File: src/verilog/rv_core_consts.svh
`ifndef RV_CORE_CONSTS_SVH
`define RV_CORE_CONSTS_SVH

`define XLEN          32
`define REG_ADDR_W    5
`define IMEM_ADDR_W   10
`define DMEM_ADDR_W   10
`define UART_TX_ADDR  32'h0001_0000  // above the 4 KB data range

// major opcodes
`define OP_LUI     7'b0110111
`define OP_AUIPC   7'b0010111
`define OP_JAL     7'b1101111
`define OP_JALR    7'b1100111
`define OP_BRANCH  7'b1100011
`define OP_LOAD    7'b0000011
`define OP_STORE   7'b0100011
`define OP_IMM     7'b0010011
`define OP_REG     7'b0110011

`define ALU_OP_W    4
`define ALU_ADD     4'd0
`define ALU_SUB     4'd1
`define ALU_SLL     4'd2
`define ALU_SLT     4'd3
`define ALU_SLTU    4'd4
`define ALU_XOR     4'd5
`define ALU_SRL     4'd6
`define ALU_SRA     4'd7
`define ALU_OR      4'd8
`define ALU_AND     4'd9
`define ALU_PASS_B  4'd10

`endif
File: src/verilog/rv_core_pkg.sv
`default_nettype none
`include "rv_core_consts.svh"

package rv_core_pkg;

    typedef struct packed {
        logic [6:0]             funct7;
        logic [`REG_ADDR_W-1:0] rs2;
        logic [`REG_ADDR_W-1:0] rs1;
        logic [2:0]             funct3;
        logic [`REG_ADDR_W-1:0] rd;
        logic [6:0]             opcode;
    } r_fmt_t;

    typedef struct packed {
        logic [11:0]            imm;
        logic [`REG_ADDR_W-1:0] rs1;
        logic [2:0]             funct3;
        logic [`REG_ADDR_W-1:0] rd;
        logic [6:0]             opcode;
    } i_fmt_t;

    typedef struct packed {
        logic [6:0]             imm_hi;  // imm[11:5]
        logic [`REG_ADDR_W-1:0] rs2;
        logic [`REG_ADDR_W-1:0] rs1;
        logic [2:0]             funct3;
        logic [4:0]             imm_lo;  // imm[4:0]
        logic [6:0]             opcode;
    } s_fmt_t;

    typedef struct packed {
        logic                   imm_12;
        logic [5:0]             imm_10_5;
        logic [`REG_ADDR_W-1:0] rs2;
        logic [`REG_ADDR_W-1:0] rs1;
        logic [2:0]             funct3;
        logic [3:0]             imm_4_1;
        logic                   imm_11;
        logic [6:0]             opcode;
    } b_fmt_t;

    typedef struct packed {
        logic [19:0]            imm;     // imm[31:12]
        logic [`REG_ADDR_W-1:0] rd;
        logic [6:0]             opcode;
    } u_fmt_t;

    typedef struct packed {
        logic                   imm_20;
        logic [9:0]             imm_10_1;
        logic                   imm_11;
        logic [7:0]             imm_19_12;
        logic [`REG_ADDR_W-1:0] rd;
        logic [6:0]             opcode;
    } j_fmt_t;

    // one instruction word, seen through each format
    typedef union packed {
        r_fmt_t r;
        i_fmt_t i;
        s_fmt_t s;
        b_fmt_t b;
        u_fmt_t u;
        j_fmt_t j;
    } inst_u;

endpackage

`default_nettype wire

File: src/verilog/rv_decode.sv
`default_nettype none
`timescale 1ns/100ps
`include "rv_core_consts.svh"

module rv_decode (
    input  wire rv_core_pkg::inst_u   i_inst,
    output logic [`REG_ADDR_W-1:0]    o_rs1,
    output logic [`REG_ADDR_W-1:0]    o_rs2,
    output logic [`REG_ADDR_W-1:0]    o_rd,
    output logic [`XLEN-1:0]          o_imm,
    output logic [`ALU_OP_W-1:0]      o_alu_op,
    output logic [2:0]                o_funct3,
    output logic                      o_use_imm,
    output logic                      o_is_branch,
    output logic                      o_is_jal,
    output logic                      o_is_jalr,
    output logic                      o_is_auipc,
    output logic                      o_is_load,
    output logic                      o_is_store,
    output logic                      o_reg_we
);

    logic [6:0] opcode;
    logic [2:0] funct3;
    logic [6:0] funct7;
    logic       legal;
    logic       alt;     // sub / sra select

    assign opcode   = i_inst.r.opcode;
    assign funct3   = i_inst.r.funct3;
    assign funct7   = i_inst.r.funct7;
    assign alt      = funct7[5];
    assign o_rs1    = i_inst.r.rs1;
    assign o_rs2    = i_inst.r.rs2;
    assign o_rd     = i_inst.r.rd;
    assign o_funct3 = funct3;

    // immediate by format
    always_comb begin
        case (opcode)
            `OP_STORE:  o_imm = {{20{i_inst.s.imm_hi[6]}}, i_inst.s.imm_hi, i_inst.s.imm_lo};
            `OP_BRANCH: o_imm = {{19{i_inst.b.imm_12}}, i_inst.b.imm_12, i_inst.b.imm_11,
                                 i_inst.b.imm_10_5, i_inst.b.imm_4_1, 1'b0};
            `OP_LUI, `OP_AUIPC: o_imm = {i_inst.u.imm, 12'h000};
            `OP_JAL:    o_imm = {{11{i_inst.j.imm_20}}, i_inst.j.imm_20, i_inst.j.imm_19_12,
                                 i_inst.j.imm_11, i_inst.j.imm_10_1, 1'b0};
            default:    o_imm = {{20{i_inst.i.imm[11]}}, i_inst.i.imm};
        endcase
    end

    always_comb begin
        legal    = 1'b0;
        o_alu_op = `ALU_ADD;  // address and link adds
        case (opcode)
            `OP_LUI: begin
                legal    = 1'b1;
                o_alu_op = `ALU_PASS_B;
            end
            `OP_AUIPC, `OP_JAL: legal = 1'b1;
            `OP_JALR:   legal = (funct3 == 3'b000);
            `OP_BRANCH: legal = (funct3[2:1] != 2'b01);
            `OP_LOAD:   legal = (funct3 != 3'b011) && (funct3 < 3'b110);
            `OP_STORE:  legal = (funct3 < 3'b011);
            `OP_IMM, `OP_REG: begin
                if (opcode == `OP_REG || funct3 == 3'b001 || funct3 == 3'b101) begin
                    // funct7 only matters for shifts and register ops
                    legal = (funct7 == 7'b0000000) ||
                            (funct7 == 7'b0100000 && (funct3 == 3'b101 ||
                             (funct3 == 3'b000 && opcode == `OP_REG)));
                end else begin
                    legal = 1'b1;
                end
                case (funct3)
                    3'b000:  o_alu_op = (opcode == `OP_REG && alt) ? `ALU_SUB : `ALU_ADD;
                    3'b001:  o_alu_op = `ALU_SLL;
                    3'b010:  o_alu_op = `ALU_SLT;
                    3'b011:  o_alu_op = `ALU_SLTU;
                    3'b100:  o_alu_op = `ALU_XOR;
                    3'b101:  o_alu_op = alt ? `ALU_SRA : `ALU_SRL;
                    3'b110:  o_alu_op = `ALU_OR;
                    default: o_alu_op = `ALU_AND;
                endcase
            end
            default: legal = 1'b0;
        endcase
    end

    assign o_use_imm   = (opcode != `OP_REG) && (opcode != `OP_BRANCH);
    assign o_is_branch = legal && (opcode == `OP_BRANCH);
    assign o_is_jal    = legal && (opcode == `OP_JAL);
    assign o_is_jalr   = legal && (opcode == `OP_JALR);
    assign o_is_auipc  = legal && (opcode == `OP_AUIPC);
    assign o_is_load   = legal && (opcode == `OP_LOAD);
    assign o_is_store  = legal && (opcode == `OP_STORE);
    assign o_reg_we    = legal && (opcode != `OP_BRANCH) && (opcode != `OP_STORE);

endmodule

`default_nettype wire

File: config.mk
export PLATFORM = sky130hd
export DESIGN_NAME = rv_decode
export DESIGN_NICKNAME = d
export VERILOG_FILES = /design/src/verilog/rv_core_pkg.sv /design/src/verilog/rv_decode.sv
export VERILOG_INCLUDE_DIRS = /design/src /design/src/verilog
export SDC_FILE = /design/constraint.sdc
export NUM_CORES = 1
export LEC_CHECK = 0
export BUFFER_PORTS_ARGS = -buffer_cell sky130_fd_sc_hd__buf_2
export CAP_MARGIN = 40
export CORE_UTILIZATION = 30
export DETAILED_ROUTE_END_ITERATION = 12
export PLACE_DENSITY_LB_ADDON = 0.05
export SYNTH_ARGS = -nofsm -noshare
export SYNTH_HDL_FRONTEND = slang
export SYNTH_SLANG_ARGS = --single-unit
File: constraint.sdc
create_clock -name vclk -period 1.42
set_clock_uncertainty 0.15 [all_clocks]
set_input_delay 0.142 -clock vclk [all_inputs]
set_output_delay 0.142 -clock vclk [all_outputs]
set_load 0.1 [all_outputs]
==> impl_results.md, run 1 <==
* Outcome: aborted with a tool error
* Halt Stage: clock tree synthesis
* Stop Error: [ERROR DPL-0033] detailed placement checks failed during check placement.
* Starting Density at 32.5%
* Synthesized area at 911 sq um
* Avg Inst Size Synth at 7.17 sq um
* Synth Warn # at 0
* Syn Nets at about 160
* Routability cong. at ~0.79
* # IOs at 94
* Row cnt at 19
* Buffer count from post-CTS setup fixing at 10
* Most used standard cell by instance count after synthesis: buf_4
* Yosys cell types at 41
* Port bufs at 94
* Chip height at between 50 and 60 um
* Post-DP Area at 2410 sq um
* Leading area contributor after synthesis: buf_4
* Sequential fraction of the synthesis area at 0%
* Post-CTS sizing at 85
* Cells after Synth at 127
* Post-synth top cells: buf_4, a21o_1, nor2b_1
* Detailed Place HPWL at 3590 um
* Hold-fix buffer count after cts at 0
* Post-synth top area share at 16.5%
* Main area contributors after synthesis: buf_4, a21o_1, nor2b_1
* Chip Width at 57.1 um
-- through the flow --
step / hold slack, ps / worst slack, ps / TNS (ps) / instances
3_5_place_dp: 452 / -529 / -14760 / 266
3_3_place_gp: 445 / -425 / -13450 / 266
2_1_floorplan: 249 / -675 / -12470 / 127
-- kinds of logic after synthesis --
family	share of synthesized area [%]
muxes	2.47
AOI/OAI and AO/OA	32.3
and+or+nand+nor	39.4
xor gates and xnor gates	0.962
buffers and inverters	24.9
==> inputs of run 2 (changes only) <==
- CORE_UTILIZATION: 30 -> 20
- PLACE_DENSITY_LB_ADDON: 0.05 -> 0.15
- clock period: 1.42 -> 1.8 ns (I/O delays scaled with it)
==> run 2 against run 1 <==
Effect of this change:
- the flow now finishes, with violations (setup timing)
- area after synthesis is the same
- synthesized cell count did not move
==> impl_results.md, run 2 <==
* Outcome: finished with violations
* Violated checks: setup timing
* Crit path kind: input pin to primary output
* First-pass GRT wire length at around 6500 um
* Multi-input gate area at between 900 and 1000 sq um
* Max-slew violation count at 0
* Leading area contributor after synthesis: buf_4
* Clock buffer cells at 0
* Commonest non-fill, non-tap cell in the layout: buf_2
* CP Launch Type: input pin
* Seq cells at 0
* Final count of negative-setup-slack endpoints at 3
* Antenna-violating nets left at 0
* Worst hold slack at 588 ps
* Chip height at 69.5 um (+22%)
* Core Util, Final at 57.6%
* Post-route setup slack at -73.5 ps
* Critical path cell sequence: buf_8 -> or4b_4 -> o211ai_1 -> nand4b_1 -> a31oi_4 -> buf_12
* Yosys cell types at 41 (unchanged)
* Number of global-route vias before repair at 1378
* CP max FO at 3
* FILL cells at 362
* CP max stage delay at 520 ps
* Top Metal Used: met4
* Max VDD drop at 0.000126 V
* Lkg Pwr at 1.14 nW
* Syn Nets at 159 (unchanged)
* Avg Inst Size Synth at 7.17 sq um (unchanged)
* Critical Path End Type: primary output
* Hold Violations, Final at 0
* Met2 wire length at approximately 2200 um
* # DRC at 0
* DR WL met3 at 206 um
* # IOs at 94 (unchanged)
* Hold-fix buffer count after cts at 0 (unchanged)
* Sequential fraction of the synthesis area at 0% (unchanged)
* Routability cong. at 0.786 (-0.29%)
* Share of cells above drive strength 1 at 81.8%
* Vias at 1367
* Switching share of power at between 60% and 70%
* Tot GR Track Use at between 10% and 20%
* Post-DR wirelength/cell at 14.0 um
* Cells after Synth at 127 (unchanged)
* Final Critical Period at about 1900 ps
* Worst path arrival time at between 1500 and 2000 ps
* Reg area at 0 sq um
* Post-synth top cells: buf_4, a21o_1, nor2b_1
* Drt pass-1 iters at 4
* Initial antenna violation count at 0
* ANT cells at 0
* Synthesized area at 911 sq um (unchanged)
* Chip Width at 69.5 um (+22%)
* Final period utilization at 104%
* Pwr/cell area at 397 nW/um^2
* Clk network pwr share at 0%
* Total Wirelength at 3950 um
* Flop pwr share at 0%
* Post-synth top area share at 16.5% (unchanged)
* P_sw at 665 uW
* Metal-1 WL at 1570 um
* Worst slew pin tran at between 400 and 500 ps
* Most used standard cell by instance count after synthesis: buf_4
* Starting Density at 20.9% (-12 points)
* Synth Warn # at 0 (unchanged)
* RSZ-0062 raised after global routing: true
* Layout area overhead at 175%
* Detailed Place HPWL at 3370 um (-6.1%)
* Max Cap Violations at 0
* Place WS at -181 ps (+348 ps)
* Slew Limit Headroom at 67.4%
* Die area at 4830 sq um
* Int Power at 332 uW
* Net count, final at 265
* Total grt overflow at 0
* Vias/cell at 4.83
* Most frequent cells in the layout: buf_2, buf_12, buf_4
* CP max-delay cell: or4b_4
* 1st-iter DRT viols at 15
* Port bufs at 94 (unchanged)
* Row cnt at 24 (+5)
* Main area contributors after synthesis: buf_4, a21o_1, nor2b_1
* Gate power share at 100.0%
* Largest net degree at the start of global routing at 14
* Fmax at 534 MHz
* Crit path required time at 1470 ps
* Worst Hold Class: input pin to primary output
* Core Footprint at 4350 sq um
==> run 2: cell counts after synthesis <==
Identical to the previous run, type by type.
==> run 2: timing repair <==
action / CTS / global route
pin swaps: 7 / 6
gates resized for setup: 30 / 15
setup buffers: 4 / 1
endpoints found under the setup margin: 33 / 29
==> run 2: metal layers <==
| metal | global-route usage [%] | vias to the layer above |
|---|---|---|
| li1 | - | 653 |
| met2 | 31.6 | 63 |
| met3 | 1.02 | 2 |
| met5 | 0 | - |
| met1 | 19.1 | 649 |
| met4 | 0.227 | 0 |
==> run 2: per-stage QoR <==
stage	instances	cell area (sq um)	power, mW	setup TNS (ps)
final	283	2510	0.997	-82.6
after floorplan	127	1180	0.684	-4960
after CTS	282	2450	0.988	-74.1
after global routing	283	2510	1.03	-834
after detailed placement	278	2310	0.961	-1910
after global placement	278	2310	0.951	-1040
==> run 2: worst paths after layout <==
| path | from | endpoint | slack, ps | cells after the start |
|---|---|---|---|---|
| worst max-delay path | i_inst[14] | o_reg_we | -70 | 6 |
| worst min-delay path | i_inst[17] | o_imm[17] | 590 | 3 |
==> run 2: power groups by stage <==
stage | clock [mW] | combinational [mW] | sequential, mW
5_1_grt | 0 | 1.03 | 0
2_1_floorplan | 0 | 0.684 | 0
4_1_cts | 0 | 0.988 | 0
3_5_place_dp | 0 | 0.961 | 0
3_3_place_gp | 0 | 0.951 | 0
6_report | 0 | 0.997 | 0
==> run 2: layout make-up <==
cell class                      instances  area share [%]
Timing Repair Buffer                  135            57.9
Multi-Input combinational cell         96            39.6
Tap cell                               52            2.59
==> run 2: cell families after synthesis <==
logic type | synth area share (%)
buf+inv | 24.9
simple gates | 39.4
compound gates | 32.3
mux | 2.47
xor+xnor | 0.962
==> run 2: critical path, delay by kind of cell <==
kind,cells,cell delay [ps]
AO/OA/AOI/OAI,2,370
AND/OR/NAND/NOR,2,700
buffers and inverters,2,300
Power figures use the tool's default switching activity.
