<file path="config.mk">
export PLATFORM = sky130hd
export DESIGN_NAME = rv_execute
export DESIGN_NICKNAME = d
export VERILOG_FILES = /design/src/verilog/rv_execute.sv
export VERILOG_INCLUDE_DIRS = /design/src /design/src/verilog
export SDC_FILE = /design/constraint.sdc
export NUM_CORES = 1
export LEC_CHECK = 0
export BUFFER_PORTS_ARGS = -buffer_cell sky130_fd_sc_hd__buf_2
export CAP_MARGIN = 20
export CELL_PAD_IN_SITES_DETAIL_PLACEMENT = 0
export CELL_PAD_IN_SITES_GLOBAL_PLACEMENT = 2
export CORE_UTILIZATION = 32
export DETAILED_ROUTE_END_ITERATION = 8
export PLACE_DENSITY_LB_ADDON = 0.1
export SLEW_MARGIN = 15
export SYNTH_ARGS = -nofsm -noshare
export SYNTH_HDL_FRONTEND = slang
export SYNTH_SLANG_ARGS = --single-unit
</file>
<file path="constraint.sdc">
create_clock -name vclk -period 4.63
set_input_delay 0 -clock vclk [all_inputs]
set_output_delay 0 -clock vclk [all_outputs]
set_load 0.03 [all_outputs]
</file>
<file path="src/verilog/rv_core_consts.svh">
`ifndef RV_CORE_CONSTS_SVH
`define RV_CORE_CONSTS_SVH

`define XLEN          32
`define REG_ADDR_W    5
`define IMEM_ADDR_W   10
`define DMEM_ADDR_W   10
`define UART_TX_ADDR  32'h0001_0000  // above the 4 KB data range

// major opcodes
`define OP_LUI     7'b0110111
`define OP_AUIPC   7'b0010111
`define OP_JAL     7'b1101111
`define OP_JALR    7'b1100111
`define OP_BRANCH  7'b1100011
`define OP_LOAD    7'b0000011
`define OP_STORE   7'b0100011
`define OP_IMM     7'b0010011
`define OP_REG     7'b0110011

`define ALU_OP_W    4
`define ALU_ADD     4'd0
`define ALU_SUB     4'd1
`define ALU_SLL     4'd2
`define ALU_SLT     4'd3
`define ALU_SLTU    4'd4
`define ALU_XOR     4'd5
`define ALU_SRL     4'd6
`define ALU_SRA     4'd7
`define ALU_OR      4'd8
`define ALU_AND     4'd9
`define ALU_PASS_B  4'd10

`endif
</file>
<file path="src/verilog/rv_execute.sv">
`default_nettype none
`timescale 1ns/100ps
`include "rv_core_consts.svh"

module rv_execute (
    input  wire [`XLEN-1:0]      i_pc,
    input  wire [`XLEN-1:0]      i_rs1_data,
    input  wire [`XLEN-1:0]      i_rs2_data,
    input  wire [`XLEN-1:0]      i_imm,
    input  wire [`ALU_OP_W-1:0]  i_alu_op,
    input  wire [2:0]            i_funct3,
    input  wire                  i_use_imm,
    input  wire                  i_is_branch,
    input  wire                  i_is_jal,
    input  wire                  i_is_jalr,
    input  wire                  i_is_auipc,
    output logic [`XLEN-1:0]     o_alu_result,
    output logic [`XLEN-1:0]     o_link,
    output logic [`XLEN-1:0]     o_store_data,
    output logic [`XLEN-1:0]     o_next_pc,
    output logic [3:0]           o_byte_en
);

    logic [`XLEN-1:0] op_a;
    logic [`XLEN-1:0] op_b;
    logic [4:0]       shamt;
    logic [`XLEN-1:0] pc_plus4;
    logic [`XLEN-1:0] pc_rel;
    logic             taken;

    assign op_a  = i_is_auipc ? i_pc : i_rs1_data;
    assign op_b  = i_use_imm ? i_imm : i_rs2_data;
    assign shamt = op_b[4:0];

    always_comb begin
        case (i_alu_op)
            `ALU_SUB:    o_alu_result = op_a - op_b;
            `ALU_SLL:    o_alu_result = op_a << shamt;
            `ALU_SLT:    o_alu_result = {31'd0, $signed(op_a) < $signed(op_b)};
            `ALU_SLTU:   o_alu_result = {31'd0, op_a < op_b};
            `ALU_XOR:    o_alu_result = op_a ^ op_b;
            `ALU_SRL:    o_alu_result = op_a >> shamt;
            `ALU_SRA:    o_alu_result = $signed(op_a) >>> shamt;
            `ALU_OR:     o_alu_result = op_a | op_b;
            `ALU_AND:    o_alu_result = op_a & op_b;
            `ALU_PASS_B: o_alu_result = op_b;
            default:     o_alu_result = op_a + op_b;
        endcase
    end

    // branch condition on the raw register values
    always_comb begin
        case (i_funct3)
            3'b000:  taken = (i_rs1_data == i_rs2_data);
            3'b001:  taken = (i_rs1_data != i_rs2_data);
            3'b100:  taken = $signed(i_rs1_data) < $signed(i_rs2_data);
            3'b101:  taken = $signed(i_rs1_data) >= $signed(i_rs2_data);
            3'b110:  taken = i_rs1_data < i_rs2_data;
            3'b111:  taken = i_rs1_data >= i_rs2_data;
            default: taken = 1'b0;
        endcase
    end

    assign pc_plus4 = i_pc + 32'd4;
    assign pc_rel   = i_pc + i_imm;  // branch and jal target
    assign o_link   = pc_plus4;

    always_comb begin
        if (i_is_jalr) begin
            o_next_pc = {o_alu_result[`XLEN-1:1], 1'b0};
        end else if (i_is_jal || (i_is_branch && taken)) begin
            o_next_pc = pc_rel;
        end else begin
            o_next_pc = pc_plus4;
        end
    end

    // store lanes; data is replicated so every enabled lane sees it
    always_comb begin
        case (i_funct3[1:0])
            2'b00: begin
                o_byte_en    = 4'b0001 << o_alu_result[1:0];
                o_store_data = {4{i_rs2_data[7:0]}};
            end
            2'b01: begin
                o_byte_en    = 4'b0011 << {o_alu_result[1], 1'b0};
                o_store_data = {2{i_rs2_data[15:0]}};
            end
            default: begin
                o_byte_en    = 4'b1111;
                o_store_data = i_rs2_data;
            end
        endcase
    end

endmodule

`default_nettype wire

</file>
==> results of run 1 <==
[repair_timing]
item / CTS / global route
resized for setup: 3 / 15
endpoints found under the setup margin: 2 / 16
pin swaps: 0 / 0
hold buffers: 0 / 0
[path summary, 6_finish.rpt]
check	from	endpoint	slack, ns
setup / recovery	i_use_imm	o_byte_en[2]	0.13
hold / removal	i_rs2_data[4]	o_store_data[4]	0.30
[per-layer routing]
layer  share of wire  vias up  global-route usage
met2            0.45     1032              0.6166
met4           0.043        6              0.1309
met1            0.42     8835              0.4981
met5         0.00035        -                   0
met3           0.080      169             0.03829
li1                -     8281                   -
[area by class of cell]
type                       count  area, sq um  share of cell area
multi-input combinational   1817        12680              0.7770
inverter                     151        569.3             0.03490
tap                          577        721.9             0.04426
timing repair buffer         398         2338              0.1434
antenna                        3        7.507           0.0004602
[report_power, final]
group	switching, mW	internal [mW]	total (mW)
clock	0	0.0000000214	0.0000000214
combinational	2.18	1.05	3.23
sequential	0	0	0
total	2.18	1.05	3.23
[logic make-up after synthesis]
| group | count (synthesis) | share of synthesized area |
|---|---|---|
| adders and majority gates | 164 | 0.1494 |
| muxes | 202 | 0.1575 |
| buffers and inverters | 293 | 0.09344 |
| AOI/OAI and AO/OA | 704 | 0.3358 |
| xor gates and xnor gates | 60 | 0.03785 |
| and+or+nand+nor | 687 | 0.2260 |
[stage by stage]
stage | cell area (sq um) | worst slack [ns] | utilization | setup TNS [ns]
finish | 16310 | 0.1330 | 0.3846 | 0
global route | 16310 | -0.01967 | 0.3845 | -0.01967
CTS | 16260 | 0.008245 | 0.3835 | 0
detailed placement | 16250 | -0.08362 | 0.3831 | -0.1047
global placement | 16250 | -0.02697 | 0.3831 | -0.02697
floorplan | 13890 | 0.1969 | - | 0
[Yosys cell counts, drive strengths merged (9+ instances only)]
master   number  area (sq um)
o31ai        15         112.6
nor4         16         106.4
nand2b       25         156.4
or3          10         62.56
o22ai        29         181.4
nor2        178         670.7
xnor2        34         297.8
mux2i       166          1755
inv         150         565.5
a22oi        26         195.2
nand4        27         168.9
a2111oi      11         116.4
nand3        50         250.2
mux2         34         386.6
o21a         15         112.6
clkbuf       77         289.0
o2111ai      14         122.6
o21bai       13         97.59
a211oi       36         275.3
o211ai       30         230.2
nand2       260         975.9
and2         12         75.07
a221oi       23         225.2
ha          161          2014
nor2b        18         112.6
buf          65         439.2
nor3         49         255.3
xor2         26         227.7
a21o         27         202.7
a311oi       10         87.58
a31oi        35         219.0
o21ai       176         880.9
or2           9         56.30
a21oi       154         774.5
and3         15         93.84
==> metrics.yaml, run 1 <==
global_routing:
  antenna_found_initial: 4
  overflow: 0
  grt.total_usage: 0.3721
  grt_pass1_wl_um: 121200
  grt_pass1_vias: 17280
  grt_max_degree: 51
min_path:
  holdPathStages: 2
  hp-class: "input pin to primary output"
setup_path:
  start_kind: "input pin"
  crit_type: "input pin to primary output"
  worst_path_dominant_cell_family: "compound AO/OA/AOI/OAI gates"
  end_kind: "primary output"
  path_depth: 17
  critPathSlowestCell: "o21ai_0"
  max_stage_delay_ns: 0.82
  critPathArrivalTime_ns: 4.50
  path_max_fanout: 33
  required_ns: 4.63
  crit_buf_inv: 5
  path_cells: "buf_2, buf_12, o21ai_0, inv_1, ha_1, nor4_1, nand3_1, a21oi_1, o21ai_0, nand2_1, a211o_1, a311oi_2, o31a_1, o22ai_1, buf_4, o22a_1, buf_2"
detailed_routing:
  num_vias: 18320
  drt-vias-per-instance: 6.220
  antenna_left: 0
  dr.pass1.iters: 6
  drtIter0Drc: 2189
  drt_wl_total_um: 85530
  drc: 0
  wire_per_inst_um: 29.03
yosys:
  yosysUniqueCellTypes: 95
  syn-mean-instance-area_sq_um: 6.581
  ys_warn_count: 0
  syn_area_sq_um: 13890
  syn-num-nets: 2414
  netlist_instances: 2110
  seq_area_frac_synth: 0
cells_and_area:
  area_growth_pct: 17.48
  drive_gt1_frac: 0.2101
  seq_area_sq_um: 0
  finalNonFillerCells: 2946
  mostFrequentLayoutCell: "buf_2"
  seq_cell_count: 0
  clock_buffers: 0
  mostFrequentLayoutCells: "buf_2, nand2_1, nor2_1, o21ai_0, ha_1"
  nFillCells: 4781
  layout.nets: 2672
status:
  outcome: "finished clean"
power_and_ir_drop:
  irDropWorstVdd_v: 0.0001209
  cellLeakagePower_nw: 7.671
  p_per_area_nw_per_um2: 198.1
  total_power_mw: 3.232
timing:
  setup_viol: 0
  min_period_ns: 4.497
  fmax_mhz: 222.4
  slew_headroom: 0.2415
  hold_violations: 0
  whs_ns: 0.3032
  fin_crit_sh: 0.9713
  tightestPinTransition_ns: 1.132
  finalMaxSlewViolations: 0
die:
  die_w_um: 210.3
  initial_core_util: 0.3274
  die_h_um: 210.3
  dieArea_sq_um: 44230
  fp-row-count: 75
  coreArea_sq_um: 42420
  io_pins: 272
place:
  dpl.hpwl_um: 71500
  routabilityCongestion: 1.036
  dpl.cell_count: 2943
  port_buffers: 272
job:
  cap_violations: 0
clock_network:
  cts_setup_buffers: 0
(Power assumes the default switching activity.)
==> run 2: changes to the inputs <==
--- a/config.mk
+++ b/config.mk
@@ -6,7 +6,7 @@
 export SDC_FILE = /design/constraint.sdc
 export NUM_CORES = 1
 export LEC_CHECK = 0
-export BUFFER_PORTS_ARGS = -buffer_cell sky130_fd_sc_hd__buf_2
+export BUFFER_PORTS_ARGS = -buffer_cell sky130_fd_sc_hd__buf_4
 export CAP_MARGIN = 20
 export CELL_PAD_IN_SITES_DETAIL_PLACEMENT = 0
 export CELL_PAD_IN_SITES_GLOBAL_PLACEMENT = 2
==> metrics.yaml, run 2 (synthesized netlist as in run 1, its figures left out) <==
global_routing:
  grt.total_usage: 0.3724
  overflow: 0
  antenna_found_initial: 2
  grt_max_degree: 60
  grt_pass1_wl_um: 121600
  grt_pass1_vias: 17360
cells_and_area:
  drive_gt1_frac: 0.2020
  mostFrequentLayoutCells: "buf_4, nand2_1, nor2_1, o21ai_0, ha_1"
  seq_cell_count: 0
  area_growth_pct: 21.20
  clock_buffers: 0
  mostFrequentLayoutCell: "buf_4"
  seq_area_sq_um: 0
  layout.nets: 2658
timing:
  slew_headroom: 0.2315
  hold_violations: 0
  min_period_ns: 4.575
  fmax_mhz: 218.6
  finalMaxSlewViolations: 0
  whs_ns: 0.2656
  rsz0062_at_grt: "no"
  fin_crit_sh: 0.9881
  setup_viol: 0
  tightestPinTransition_ns: 1.149
  finalSetupTns_ns: 0
  setup_ws_ns: 0.05526
die:
  dieArea_sq_um: 44230
  fp-row-count: 75
  io_pins: 272
  coreArea_sq_um: 42420
  initial_core_util: 0.3274
  die_h_um: 210.3
  die_w_um: 210.3
min_path:
  hp-class: "input pin to primary output"
power_and_ir_drop:
  p_per_area_nw_per_um2: 199.2
  p_sw_mw: 2.192
  irDropWorstVdd_v: 0.0001361
  swShare: 0.6536
  p_int_mw: 1.161
  cellLeakagePower_nw: 7.836
  p_seq_frac: 0
  p_comb_frac: 1.000
  pwr-share-clk: 0
place:
  routabilityCongestion: 1.011
  port_buffers: 272
  dpl.hpwl_um: 71040
  preCtsSetupSlack_ns: 0.1304
detailed_routing:
  dr.pass1.iters: 7
  num_vias: 18170
  drt_wl_total_um: 85610
  drc: 0
  drtIter0Drc: 2118
  antenna_left: 0
  drt-vias-per-instance: 6.203
  wire_per_inst_um: 29.22
setup_path:
  crit_type: "input pin to primary output"
  path_max_fanout: 25
  required_ns: 4.63
  start_kind: "input pin"
  critPathArrivalTime_ns: 4.57
  end_kind: "primary output"
clock_network:
  cts_setup_buffers: 0
  cts_hold_buffers: 0
status:
  outcome: "finished clean"
job:
  cap_violations: 0
run 2: changes by cell type in the layout (fill, tap and decap cells not counted), sizes merged:
| cell | before | now |
|---|---|---|
| buf | 397 | 384 |
| clkbuf | 1 | 0 |
| diode | 3 | 1 |
run 2: what timing repair did:
| action | 4_1_cts | 5_1_grt |
|---|---|---|
| resized for setup | 0 | 4 |
| hold endpoints to repair | 0 | 0 |
| setup endpoints to repair | 0 | 7 |
run 2: worst max-delay path, stage by stage:
cell and delay [ns]:
buf_4 0.22, o21ai_0 0.48, inv_1 0.15, ha_1 0.61, inv_1 0.16, a211oi_1 0.53, o21ai_0 0.17, o21ba_2 0.28
a21oi_2 0.38, a311oi_1 0.18, and3_1 0.21, a2111oi_0 0.39, o2111ai_1 0.27, mux2_2 0.33, buf_4 0.17
run 2: cell type report:
| class | instances | area (sq um) |
|---|---|---|
| well taps | 577 | 721.9 |
| inverters | 151 | 569.3 |
| multi-input cells | 1817 | 12640 |
| repair buffers | 384 | 2899 |
| fillers | 4718 | 25590 |
| diodes | 1 | 2.502 |
run 2: stage by stage:
| stage | utilization | power, mW | cell area (sq um) | cells |
|---|---|---|---|---|
| after floorplan | - | 1.999 | 13890 | 2110 |
| after CTS | 0.3963 | 3.281 | 16810 | 2929 |
| final | 0.3968 | 3.353 | 16830 | 2930 |
| after global placement | 0.3963 | 3.275 | 16810 | 2929 |
| after global routing | 0.3967 | 3.538 | 16830 | 2929 |
| after detailed placement | 0.3963 | 3.267 | 16810 | 2929 |
run 2: per-layer routing:
metal	vias to the layer above	share of wire	wire, um	track usage
li1	8255	-	-	-
met1	8829	0.43	36410	0.4949
met2	925	0.45	38640	0.6085
met3	165	0.074	6328	0.04082
met4	0	0.049	4231	0.1561
met5	-	0	0	0
run 2: final timing paths:
path	end	slack (ns)	startpoint	cells after the start
max	o_next_pc[27]	0.06	i_use_imm	15
min	o_store_data[3]	0.27	i_rs2_data[3]	2
run 2: power groups by stage:
stage / registers (mW) / clock network (mW) / logic (mW)
2_1_floorplan: 0 / 0 / 2.00
3_3_place_gp: 0 / 0 / 3.28
3_5_place_dp: 0 / 0 / 3.27
4_1_cts: 0 / 0 / 3.28
5_1_grt: 0 / 0 / 3.54
6_report: 0 / 0.0000000644 / 3.35
==> run 3: changes to the inputs <==
--- a/config.mk
+++ b/config.mk
@@ -13,6 +13,7 @@
 export CORE_UTILIZATION = 32
 export DETAILED_ROUTE_END_ITERATION = 8
 export PLACE_DENSITY_LB_ADDON = 0.1
+export REMOVE_ABC_BUFFERS = 1
 export SLEW_MARGIN = 15
 export SYNTH_ARGS = -nofsm -noshare
 export SYNTH_HDL_FRONTEND = slang
==> metrics.yaml, run 3 (synthesized netlist as in run 1, its figures left out) <==
power_and_ir_drop:
  swShare: 0.6498
  irDropWorstVdd_v: 0.0001260
  p_seq_frac: 0
  p_int_mw: 1.148
  p_comb_frac: 1.000
  p_per_area_nw_per_um2: 195.7
  cellLeakagePower_nw: 7.771
  total_power_mw: 3.279
  p_sw_mw: 2.131
  pwr-share-clk: 0
timing:
  whs_ns: 0.2491
  finalSetupTns_ns: 0
  setup_viol: 0
  rsz0062_at_grt: "no"
  tightestPinTransition_ns: 1.072
  setup_ws_ns: 0.1326
  finalMaxSlewViolations: 0
  min_period_ns: 4.497
  slew_headroom: 0.2825
  fin_crit_sh: 0.9714
  hold_violations: 0
  fmax_mhz: 222.4
setup_path:
  path_max_fanout: 17
  crit_buf_inv: 3
  end_kind: "primary output"
  max_stage_delay_ns: 0.67
  worst_path_dominant_cell_family: "compound AO/OA/AOI/OAI gates"
  critPathSlowestCell: "mux2i_1"
  required_ns: 4.63
  critPathArrivalTime_ns: 4.50
  start_kind: "input pin"
  crit_type: "input pin to primary output"
  path_cells: "buf_4, mux2i_1, ha_1, inv_2, a221oi_4, a31oi_1, nor3_2, o2111ai_1, a31oi_1, nor2_1, a2111oi_0, o2111ai_1, mux2_2, buf_4"
die:
  dieArea_sq_um: 44230
  io_pins: 272
  initial_core_util: 0.3274
  coreArea_sq_um: 42420
  die_w_um: 210.3
  fp-row-count: 75
  die_h_um: 210.3
detailed_routing:
  num_vias: 17750
  drc: 0
  dr.pass1.iters: 5
  drt_wl_total_um: 82680
  antenna_left: 0
  drtIter0Drc: 1821
  wire_per_inst_um: 28.36
  drt-vias-per-instance: 6.089
status:
  outcome: "finished clean"
place:
  dpl.hpwl_um: 68780
  port_buffers: 272
  preCtsSetupSlack_ns: 0.1775
  routabilityCongestion: 0.9835
  dpl.cell_count: 2915
  place_area_sq_um: 16720
cells_and_area:
  postLayoutCoreUtil: 0.3950
  nFillCells: 4684
  mostFrequentLayoutCells: "buf_4, nand2_1, nor2_1, o21ai_0, ha_1"
  seq_area_sq_um: 0
  antenna_cells: 0
  finalNonFillerCells: 2915
  drive_gt1_frac: 0.1985
  mostFrequentLayoutCell: "buf_4"
  area_growth_pct: 20.66
  layout.nets: 2644
  clock_buffers: 0
  multi_input_area_sq_um: 12650
  stdcell_area_sq_um: 16750
  seq_cell_count: 0
global_routing:
  grt_pass1_vias: 16850
  antenna_found_initial: 0
  grt_max_degree: 56
  grt.total_usage: 0.3613
  overflow: 0
  grt_pass1_wl_um: 118100
clock_network:
  post_cts_resized: 0
  cts_hold_buffers: 0
  cts_setup_buffers: 0
job:
  cap_violations: 0
min_path:
  hp-class: "input pin to primary output"
-- run 3: final timing paths --
path / start / endpoint / cells after the start
setup / recovery: i_use_imm / o_next_pc[27] / 14
hold / removal: i_rs2_data[3] / o_store_data[3] / 2
-- run 3: final cells by class --
| class | instances | area share |
|---|---|---|
| well taps | 577 | 0.04309 |
| multi-input cells | 1817 | 0.7552 |
| inverters | 151 | 0.03398 |
| repair buffers | 370 | 0.1677 |
-- run 3: power groups by stage --
stage / clock [mW] / combinational, mW / sequential [mW]
after global placement: 0 / 3.21 / 0
after detailed placement: 0 / 3.20 / 0
after global routing: 0 / 3.47 / 0
after CTS: 0 / 3.22 / 0
after floorplan: 0 / 1.91 / 0
final: 0 / 3.28 / 0
-- run 3: metal layers --
layer | part of all wire | global-route usage
met5 | 0 | 0
met4 | 0.047 | 0.1480
met3 | 0.069 | 0.03918
met2 | 0.45 | 0.5899
met1 | 0.43 | 0.4821
